$ cat config.mk
export PLATFORM = sky130hd
export DESIGN_NAME = cabinet_io_top
export DESIGN_NICKNAME = d
export VERILOG_FILES = /design/src/logic/arcade_io_pkg.sv /design/src/logic/clock_enable_gen.sv /design/src/logic/key_decoder.sv /design/src/logic/control_mapper.sv /design/src/logic/video_output.sv /design/src/logic/sigma_delta_dac.sv /design/src/logic/cabinet_io_top.sv
export VERILOG_INCLUDE_DIRS = /design/src /design/src/logic
export SDC_FILE = /design/constraint.sdc
export NUM_CORES = 1
export LEC_CHECK = 0
export BUFFER_PORTS_ARGS = -buffer_cell sky130_fd_sc_hd__buf_4
export CAP_MARGIN = 5
export CORE_MARGIN = 2
export CORE_UTILIZATION = 35
export DETAILED_ROUTE_END_ITERATION = 10
export SYNTH_ARGS = -nofsm -noshare
export SYNTH_HDL_FRONTEND = slang
export SYNTH_HIERARCHICAL = 1
export SYNTH_SLANG_ARGS = --single-unit
export TNS_END_PERCENT = 1
$ cat constraint.sdc
create_clock -name clk_sys -period 4.5 [get_ports clk_sys]
set_clock_uncertainty 0.05 [all_clocks]
set_input_delay 0 -clock clk_sys [delete_from_list [all_inputs] [get_ports clk_sys]]
set_output_delay 0 -clock clk_sys [all_outputs]
set_load 0.005 [all_outputs]
$ cat src/logic/arcade_config.svh
`ifndef ARCADE_CONFIG_SVH
`define ARCADE_CONFIG_SVH

// ==============================
// Clock enables
// ==============================
`define CE_179_DIV 14 // System cycles per 1.79 MHz enable pulse

// ==============================
// Audio and video widths
// ==============================
`define DAC_WIDTH       10 // Board audio sample
`define GAME_COLOR_BITS 4  // Per channel, from the board
`define VGA_COLOR_BITS  6  // Per channel, to the VGA pins

`endif

$ cat src/logic/arcade_io_pkg.sv
`include "arcade_config.svh"

package arcade_io_pkg;

	// Keyboard button levels, high while held
	typedef struct packed {
		logic up;
		logic down;
		logic left;
		logic right;
		logic fire;
		logic bomb;
		logic start1;
		logic start2;
		logic coin;
	} buttons_t;

	// Board player inputs, active low, in the board's bit order
	typedef struct packed {
		logic start;
		logic bomb;
		logic fire;
		logic left;
		logic right;
		logic up;
		logic down;
	} player_in_t;

	typedef struct packed {
		logic [`GAME_COLOR_BITS-1:0] r;
		logic [`GAME_COLOR_BITS-1:0] g;
		logic [`GAME_COLOR_BITS-1:0] b;
		logic                        hs;
		logic                        vs;
		logic                        hblank;
		logic                        vblank;
	} game_video_t;

	typedef struct packed {
		logic [`VGA_COLOR_BITS-1:0] r;
		logic [`VGA_COLOR_BITS-1:0] g;
		logic [`VGA_COLOR_BITS-1:0] b;
		logic                       hs; // Active low
		logic                       vs; // Active low
	} vga_t;

	// Dimming applied to odd lines
	typedef enum logic [1:0] {
		sl_off   = 2'd0,
		sl_pct25 = 2'd1,
		sl_pct50 = 2'd2,
		sl_pct75 = 2'd3
	} scanline_t;

endpackage

$ cat src/logic/clock_enable_gen.sv
`timescale 1ns/1ps
`include "arcade_config.svh"

module clock_enable_gen (
	input  logic clk_sys,
	input  logic reset,
	output logic ce_12,
	output logic ce_6p,
	output logic ce_6n,
	output logic ce_1p79
);

	localparam int DIV179_W = $clog2(`CE_179_DIV);

	logic [1:0]          div;    // Free running quarter divider
	logic [DIV179_W-1:0] div179; // Counts down to the next 1.79 MHz pulse

	always_ff @(posedge clk_sys) begin
		if (reset) begin
			div     <= '0;
			div179  <= '0;
			ce_12   <= 1'b0;
			ce_6p   <= 1'b0;
			ce_6n   <= 1'b0;
			ce_1p79 <= 1'b0;
		end else begin
			div   <= div + 2'd1;
			ce_12 <= div[0];
			ce_6p <= div[0] & ~div[1]; // Phase 1 of 4
			ce_6n <= div[0] & div[1];  // Phase 3 of 4

			if (div179 == '0) begin
				div179  <= DIV179_W'(`CE_179_DIV - 1);
				ce_1p79 <= 1'b1;
			end else begin
				div179  <= div179 - 1'b1;
				ce_1p79 <= 1'b0;
			end
		end
	end

	// Both 6 MHz phases clock the same board logic on opposite edges
	a_ce6_exclusive: assert property (@(posedge clk_sys) disable iff (reset)
		!(ce_6p && ce_6n))
		else $error("ce_6p and ce_6n high in the same cycle");

endmodule

$ cat src/logic/key_decoder.sv
`timescale 1ns/1ps

module key_decoder (
	input  logic                   clk_sys,
	input  logic                   reset,
	input  logic                   key_strobe,
	input  logic                   key_pressed,
	input  logic [7:0]             key_code,
	output arcade_io_pkg::buttons_t btn
);

	// ==============================
	// Set-2 scan code to button
	// ==============================
	always_ff @(posedge clk_sys) begin
		if (reset) begin
			btn <= '0;
		end else if (key_strobe) begin
			case (key_code)
				8'h75: btn.up     <= key_pressed; // Cursor up
				8'h72: btn.down   <= key_pressed; // Cursor down
				8'h6B: btn.left   <= key_pressed; // Cursor left
				8'h74: btn.right  <= key_pressed; // Cursor right
				8'h76: btn.coin   <= key_pressed; // Escape
				8'h05: btn.start1 <= key_pressed; // F1
				8'h06: btn.start2 <= key_pressed; // F2
				8'h11: btn.bomb   <= key_pressed; // Alt
				8'h29: btn.fire   <= key_pressed; // Space
				default: begin
					// Unmapped key, state kept
				end
			endcase
		end
	end

	// Held buttons only change on a host key event
	a_btn_hold: assert property (@(posedge clk_sys) disable iff (reset)
		!key_strobe |=> $stable(btn))
		else $error("btn changed without a key strobe");

endmodule

$ cat src/logic/control_mapper.sv
`timescale 1ns/1ps

module control_mapper (
	input  arcade_io_pkg::buttons_t   btn,
	input  logic [7:0]                joystick_0,
	input  logic [7:0]                joystick_1,
	input  logic                      rotate,
	output arcade_io_pkg::player_in_t ip_1p,
	output arcade_io_pkg::player_in_t ip_2p,
	output logic                      ip_coin1
);

	// Joystick bits: 0 right, 1 left, 2 down, 3 up, 4 fire, 5 bomb
	logic any_up, any_down, any_left, any_right;
	logic m_up, m_down, m_left, m_right;
	logic m_fire, m_bomb;

	assign any_up    = btn.up    | joystick_0[3] | joystick_1[3];
	assign any_down  = btn.down  | joystick_0[2] | joystick_1[2];
	assign any_left  = btn.left  | joystick_0[1] | joystick_1[1];
	assign any_right = btn.right | joystick_0[0] | joystick_1[0];

	assign m_fire = btn.fire | joystick_0[4] | joystick_1[4];
	assign m_bomb = btn.bomb | joystick_0[5] | joystick_1[5];

	// ==============================
	// Rotation, quarter turn when rotate is low
	// ==============================
	assign m_up    = rotate ? any_up    : any_left;
	assign m_down  = rotate ? any_down  : any_right;
	assign m_left  = rotate ? any_left  : any_down;
	assign m_right = rotate ? any_right : any_up;

	// Board expects active low, both players share movement
	assign ip_1p = ~{btn.start1, m_bomb, m_fire, m_left, m_right, m_up, m_down};
	assign ip_2p = ~{btn.start2, m_bomb, m_fire, m_left, m_right, m_up, m_down};

	assign ip_coin1 = ~btn.coin;

endmodule

$ cat src/logic/video_output.sv
`timescale 1ns/1ps
`include "arcade_config.svh"

module video_output (
	input  logic                       clk_sys,
	input  logic                       reset,
	input  arcade_io_pkg::game_video_t game_video,
	input  arcade_io_pkg::scanline_t   scanlines,
	output arcade_io_pkg::vga_t        vga
);

	import arcade_io_pkg::*;

	localparam int GW = `GAME_COLOR_BITS;
	localparam int VW = `VGA_COLOR_BITS;

	logic          hs_prev;
	logic          line_odd; // Toggles on every hs rising edge
	logic          blank;
	scanline_t     line_mode;
	logic [VW-1:0] r_wide;
	logic [VW-1:0] g_wide;
	logic [VW-1:0] b_wide;

	// Repeat the top bits into the new low bits
	function automatic logic [VW-1:0] widen(input logic [GW-1:0] c);
		return {c, c[GW-1 -: (VW - GW)]};
	endfunction

	function automatic logic [VW-1:0] dim(input logic [VW-1:0] c, input scanline_t mode);
		case (mode)
			sl_pct25: return c - (c >> 2); // Three quarters left
			sl_pct50: return c >> 1;
			sl_pct75: return c >> 2;       // One quarter left
			default:  return c;
		endcase
	endfunction

	assign blank     = game_video.hblank | game_video.vblank;
	assign line_mode = line_odd ? scanlines : sl_off; // Even lines at full level

	assign r_wide = blank ? '0 : widen(game_video.r);
	assign g_wide = blank ? '0 : widen(game_video.g);
	assign b_wide = blank ? '0 : widen(game_video.b);

	// ==============================
	// Output register
	// ==============================
	always_ff @(posedge clk_sys) begin
		if (reset) begin
			hs_prev  <= 1'b0;
			line_odd <= 1'b0;
			vga      <= '0;
		end else begin
			hs_prev <= game_video.hs;
			if (game_video.hs && !hs_prev)
				line_odd <= ~line_odd; // New line starts, pixel here keeps old parity

			vga.r  <= dim(r_wide, line_mode);
			vga.g  <= dim(g_wide, line_mode);
			vga.b  <= dim(b_wide, line_mode);
			vga.hs <= ~game_video.hs;
			vga.vs <= ~game_video.vs;
		end
	end

endmodule

$ cat src/logic/sigma_delta_dac.sv
`timescale 1ns/1ps
`include "arcade_config.svh"

module sigma_delta_dac (
	input  logic                  clk_sys,
	input  logic                  reset,
	input  logic [`DAC_WIDTH-1:0] sample,
	output logic                  dac_out
);

	localparam int W = `DAC_WIDTH;

	logic [W:0] acc; // Error accumulator
	logic [W:0] sum;

	assign sum = acc + {1'b0, sample};

	always_ff @(posedge clk_sys) begin
		if (reset) begin
			acc     <= '0;
			dac_out <= 1'b0;
		end else begin
			acc     <= sum - {sum[W], {W{1'b0}}}; // Take back the weight of the pulse
			dac_out <= sum[W]; // Overflow is the output pulse
		end
	end

	// Each pulse leaves through dac_out and none of it stays in the accumulator
	a_acc_top_clear: assert property (@(posedge clk_sys) disable iff (reset)
		1'b1 |=> !acc[W])
		else $error("accumulator top bit set after add");

endmodule

$ cat src/logic/cabinet_io_top.sv
`timescale 1ns/1ps
`include "arcade_config.svh"

module cabinet_io_top (
	input  logic                       clk_sys,
	input  logic                       reset,
	// Host side
	input  logic                       key_strobe,
	input  logic                       key_pressed,
	input  logic [7:0]                 key_code,
	input  logic [7:0]                 joystick_0,
	input  logic [7:0]                 joystick_1,
	input  logic                       rotate,
	input  arcade_io_pkg::scanline_t   scanlines,
	// Game board side
	input  arcade_io_pkg::game_video_t game_video,
	input  logic [`DAC_WIDTH-1:0]      game_audio,
	output logic                       ce_12,
	output logic                       ce_6p,
	output logic                       ce_6n,
	output logic                       ce_1p79,
	output arcade_io_pkg::player_in_t  ip_1p,
	output arcade_io_pkg::player_in_t  ip_2p,
	output logic                       ip_coin1,
	// Cabinet outputs
	output arcade_io_pkg::vga_t        vga,
	output logic                       audio_out
);

	import arcade_io_pkg::*;

	buttons_t btn;

	clock_enable_gen clock_enable_gen_i (
		.clk_sys (clk_sys),
		.reset   (reset),
		.ce_12   (ce_12),
		.ce_6p   (ce_6p),
		.ce_6n   (ce_6n),
		.ce_1p79 (ce_1p79)
	);

	key_decoder key_decoder_i (
		.clk_sys     (clk_sys),
		.reset       (reset),
		.key_strobe  (key_strobe),
		.key_pressed (key_pressed),
		.key_code    (key_code),
		.btn         (btn)
	);

	control_mapper control_mapper_i (
		.btn        (btn),
		.joystick_0 (joystick_0),
		.joystick_1 (joystick_1),
		.rotate     (rotate),
		.ip_1p      (ip_1p),
		.ip_2p      (ip_2p),
		.ip_coin1   (ip_coin1)
	);

	video_output video_output_i (
		.clk_sys    (clk_sys),
		.reset      (reset),
		.game_video (game_video),
		.scanlines  (scanlines),
		.vga        (vga)
	);

	sigma_delta_dac sigma_delta_dac_i (
		.clk_sys (clk_sys),
		.reset   (reset),
		.sample  (game_audio),
		.dac_out (audio_out)
	);

endmodule

Yosys cells after proc, flatten, opt, wreduce, memory -nomap -nowiden
Index checks and enable logic that the tools add are counted.

word-level totals
  input bits = 57
  register bits after elaboration = 53
  word-level logic and storage cells = 92
  output and inout port bits = 40

cells by class
  add/subtract/negate cells = 7
  bitwise logic cells = 22
  reductions and logical operators = 13
  multiplexer cells = 13
  eq/ne operators = 12

operators by type and width
  operator                                                             number
  6-bit one-hot mux with 3 select lines                                3
  8-bit by 7-bit == test with 1-bit output (second input constant)     5
  6-bit two-way mux                                                    3
  2-bit AND reduction                                                  9
  6-bit by 4-bit subtractor with 6-bit output                          3
  8-bit by 3-bit == test with 1-bit output (second input constant)     2
  7-bit NOT                                                            2
  1-bit bitwise OR                                                     13
  11-bit by 10-bit adder with 11-bit output                            1
  11-bit subtractor                                                    1
  8-bit by 5-bit == test with 1-bit output (second input constant)     1
  8-bit by 6-bit == test with 1-bit output (second input constant)     1
  1-bit two-way mux                                                    5
  1-bit NOT                                                            5
  2-bit == test (second input constant)                                2
  4-bit zero test                                                      1
  4-bit two-way mux                                                    1
  4-bit by 1-bit subtractor with 4-bit output (second input constant)  1
  2-bit by 1-bit adder with 2-bit output (second input constant)       1
  1-bit AND                                                            2
  2-bit by 1-bit == test with 1-bit output (second input constant)     1
  2-bit two-way mux                                                    1
  2-bit OR reduction                                                   1
  1-bit logical AND                                                    1
  1-bit zero test                                                      1

Longest topological paths before layout
  depth in word-level cells = 4
  gate-level depth with buffers = 12
  depth with buffers taken out = 9

Modules after synthesis
Netlist, hierarchy kept.

by module, submodules not included
  module            sequential area each (µm²)  cells each  area an instance (µm²)  times used
  video_output      440.4                       248         1,850.5                 1
  sigma_delta_dac   220.2                       80          699.4                   1
  key_decoder       180.2                       51          491.7                   1
  clock_enable_gen  200.2                       34          344.1                   1
  control_mapper    0.0                         19          131.4                   1

Worst setup path before layout
No wires, ideal clock.

  kind = input port to flip-flop
  start point = input port game_video[1] (netlist bit)
  end point = register video_output_i/vga[10] (netlist name)
  library setup time = 0.135 ns
  buffers on the path = 3
  stages on the path = 11
  data required time = 4.315 ns
  path slack = 2.356 ns
  arrival = 1.959 ns
  path through = buf_2 -> nor2_1 -> buf_2 -> clkbuf_1 -> and2_1 -> ha_1 -> inv_1 -> ha_1 -> or3_1 -> a31oi_1 -> a211oi_1

on the way
  word-level cells in the longest chain between the ends = 4

ends and longest elaborated chain
  what                                         line                  RTL
  start: declaration                           cabinet_io_top.sv:16  input arcade_io_pkg::game_video_t game_video,
  1-bit bitwise OR (*)                         video_output.sv:39    assign blank = game_video.hblank | game_video.vblank;
  6-bit two-way mux (*)                        video_output.sv:43    assign g_wide = blank ? '0 : widen(game_video.g);
  6-bit by 4-bit subtractor with 6-bit output  video_output.sv:32    sl_pct25: return c - (c >> 2);
  6-bit one-hot mux with 3 select lines (*)    video_output.sv:31    case (mode)

Every way passes the cells marked *; elsewhere a longest branch is shown, timed or not.
A chain may end at the register's enable or synchronous reset.

Final worst setup path
  start point = input port game_video[0] (netlist bit)
  end point = register video_output_i/vga[6] (netlist name)

on the way
  word-level cells in the longest chain between the ends = 4

ends and longest elaborated chain
  what                                         line                RTL
  1-bit bitwise OR (*)                         video_output.sv:39
  6-bit two-way mux (*)                        video_output.sv:44  assign b_wide = blank ? '0 : widen(game_video.b);
  6-bit by 4-bit subtractor with 6-bit output  video_output.sv:32
  6-bit one-hot mux with 3 select lines (*)    video_output.sv:31

Marked as above.

==> out/metrics.cfg <==
[logic_synthesis]
yosys_warnings = 6
synth_edf_count = 0
syn-cell-area_um2 = 3520
synth.distinct_cells = 68
ys.flop_type = dfxtp_1
syn_nets = 514
synth.yosys.seq_area_share_pct = 29.6
synth_seq_cells = 52
synthArstFlopShare_pct = 0
netlist.area_leader.share_pct = 29.6
synth_area_leaders = dfxtp_1 30%, ha_1 7.8%, a21oi_1 5.5%, nor2b_1 3.9%, mux2i_1 3.7%
yosys.area.top_type = dfxtp_1
synth.avg_cell_area_um2 = 8.14
syn_inst = 432

[layout]
diodes = 0
final_area_um2 = 4460
fin_nets = 596
n_fill_cell = 974
multi_input_area_um2 = 2220
area_delta_synth_final_pct = 26.8
seq_area_um2 = 1040
drive_gt1_share_pct = 22.1

[global_routing]
grt.overflow.total = 0
grt.total_usage_pct = 16.9
grt_pass1_wl_um = 15600
antenna_found_initial = 0
grt_pass1_vias = 3316
grt_max_degree = 63

[die]
die_x_um = 104
num_rows = 36
core_area_um2 = 9770
start_util_pct = 36.0
die_area_um2 = 10900
die_height_um = 104
ioPinCount = 97

[detailed_routing]
drc = 0
dr.pass1.iters = 4
routedWlPerCell_um = 14.3
drt_iter0_markers = 135
dr_total_vias = 3376
viasPerCell = 5.21
postRouteAntennaNets = 0
drt-total-wl_um = 9260

[critical_path]
path_max_fanout = 18
slowest_stage = nor2_1
path_class = primary input to flip-flop
endpoint_kind = flip-flop
max_stage_delay_ns = 0.85
required_ns = 4.61
worstPathCellList = buf_4 > nor2_1 > nand2_1 > fa_1 > nand3b_1 > and3_1 > o21ai_0 > a21oi_1
crit_arrival_ns = 2.52
startpoint_type = primary input
cpLargestDelayFamily = simple AND/OR/NAND/NOR gates
path_buf_inv = 1

[sta]
finalWorstSetupSlack_ns = 2.09
rsz0062_at_grt = no
hold_slack_ns = 0.0145
maxSlewHeadroom_pct = 26.2
report.final.slew_viol_count = 0
post-route-period-util_pct = 53.6
finalCriticalPeriod_ns = 2.41
finalSetupTns_ns = 0
max_freq_mhz = 415
setup_viol = 0
hold_viol_final = 0
max_slew.worst_pin.slew_ns = 1.10

[placement]
globalplace.congestion = 0.873
place_area_um2 = 4230
pre_cts_ws_ns = 1.79
io_buffer_count = 92
dpl.hpwl_um = 6700

[worst_hold_path]
worstHoldPathType = primary input to flip-flop

[power_and_ir_drop]
ir_drop_v = 0.000128
p_per_area_nw_per_um2 = 298
p_leak_nw = 1.93

[clock_network]
clock_latency_ns = 0.31
cts.sinks = 52
cts_made_buffers = 5
clk_pin_slew_ns = 0.11
cts.repair.resized = 0
cts_max_path_buffers = 2
ctsHtreeMaxLevel = 2
root_buffer = clkbuf_8
cts_setup_buffers = 0
cts_hold_buffers = 13
cts_tree = done

[flow_run]
drv_cap = 0

[outcome]
status = completed

[cell families (layout without fill, tap and decap cells)]
kind of cell    count (synthesis)  in the layout  share of synthesized area (%)
flops                          52             52                           29.6
compound gates                103            103                           18.7
xor+xnor                        9              9                           2.24
simple gates                  164            164                           26.5
fa+ha+maj                      25             25                           9.53
mux                            21             21                           6.26
buf+inv                        58            141                           7.15
[placed cells by master, fill, tap and decap left out, drive strengths merged, types with 10 or more instances in the layout]
| master | instances |
|---|---|
| a21oi | 40 |
| buf | 93 |
| dfxtp | 52 |
| dlygate4sd3 | 13 |
| ha | 22 |
| inv | 28 |
| mux2i | 13 |
| nand2 | 22 |
| nand2b | 20 |
| nand3 | 20 |
| nor2 | 28 |
| nor2b | 23 |
| nor3 | 10 |
| o21ai | 20 |
[cells in the mapped netlist (all sizes together), types with 4 or more instances]
cell type / number
mux2i: 13
nand3b: 5
a211oi: 4
nor3: 10
nand2: 22
a211o: 5
and2: 4
clkbuf: 20
nand2b: 20
inv: 27
dfxtp: 52
a21oi: 40
nor2b: 23
nor2: 28
xor2: 5
mux2: 8
o21ai: 20
nand3: 20
buf: 11
ha: 22
nor4: 4
o211ai: 5
xnor2: 4
a31oi: 6
[registers in the layout, summed over array words and instances, names as in the netlist]
signal	flops
clock_enable_gen_i/div	2
clock_enable_gen_i/ce_12	1
video_output_i/hs_prev	1
sigma_delta_dac_i/dac_out	1
clock_enable_gen_i/ce_1p79	1
clock_enable_gen_i/div179	4
clock_enable_gen_i/ce_6p	1
video_output_i/line_odd	1
key_decoder_i/btn	9
sigma_delta_dac_i/acc	10
video_output_i/vga	20
clock_enable_gen_i/ce_6n	1
[final timing paths]
path / from / slack [ns] / depth (start not counted) / end
min: key_code[0] / 0.01 / 4 / key_decoder_i/btn[6]$_SDFFE_PP0P_
max reg2reg: video_output_i/line_odd$_SDFFE_PP0P_ / 2.13 / 4 / video_output_i/vga[11]$_SDFF_PP0_
min reg2reg: clock_enable_gen_i/div[0]$_SDFF_PP0_ / 0.42 / 1 / clock_enable_gen_i/div[0]$_SDFF_PP0_
max: game_video[0] / 2.09 / 8 / video_output_i/vga[6]$_SDFF_PP0_
[routing by layer]
layer  vias up  track usage [%]  part of all wire, %
li1       1690                -                    -
met1      1576             21.2                   45
met2       103             30.4                   49
met3         7             3.20                  5.3
met4         0             3.19                 0.60
met5         -                0                    0
[area by class of cell]
cell class	instances	share of cell area [%]
tap	133	3.73
clock buffer	5	1.54
clock inverter	3	0.617
multi-input combinational	322	49.9
timing repair buffer	106	18.6
sequential	52	23.4
inverter	27	2.27
[worst register-to-register path, stage by stage, from the launching register on]
cell and delay (ns):
dfxtp_1 0.81, o21ai_1 0.52, a2111oi_0 0.58, a21boi_0 0.25
a211o_1 0.13
[metrics by stage]
stage	total power, mW	instances	util, %
2_1_floorplan	0.899	432	-
3_3_place_gp	1.03	627	43.3
3_5_place_dp	1.05	627	43.3
4_1_cts	1.35	648	45.6
5_1_grt	1.44	648	45.6
6_report	1.33	648	45.6
[where the power goes]
group	leakage [nW]	internal, mW	switching, mW	total [mW]
Combinational	1.46	0.235	0.252	0.487
Clock	0.0463	0.115	0.169	0.284
Sequential	0.427	0.526	0.0327	0.558
Total	1.93	0.876	0.454	1.33
Note: power is estimated with default switching activity, not from simulation.
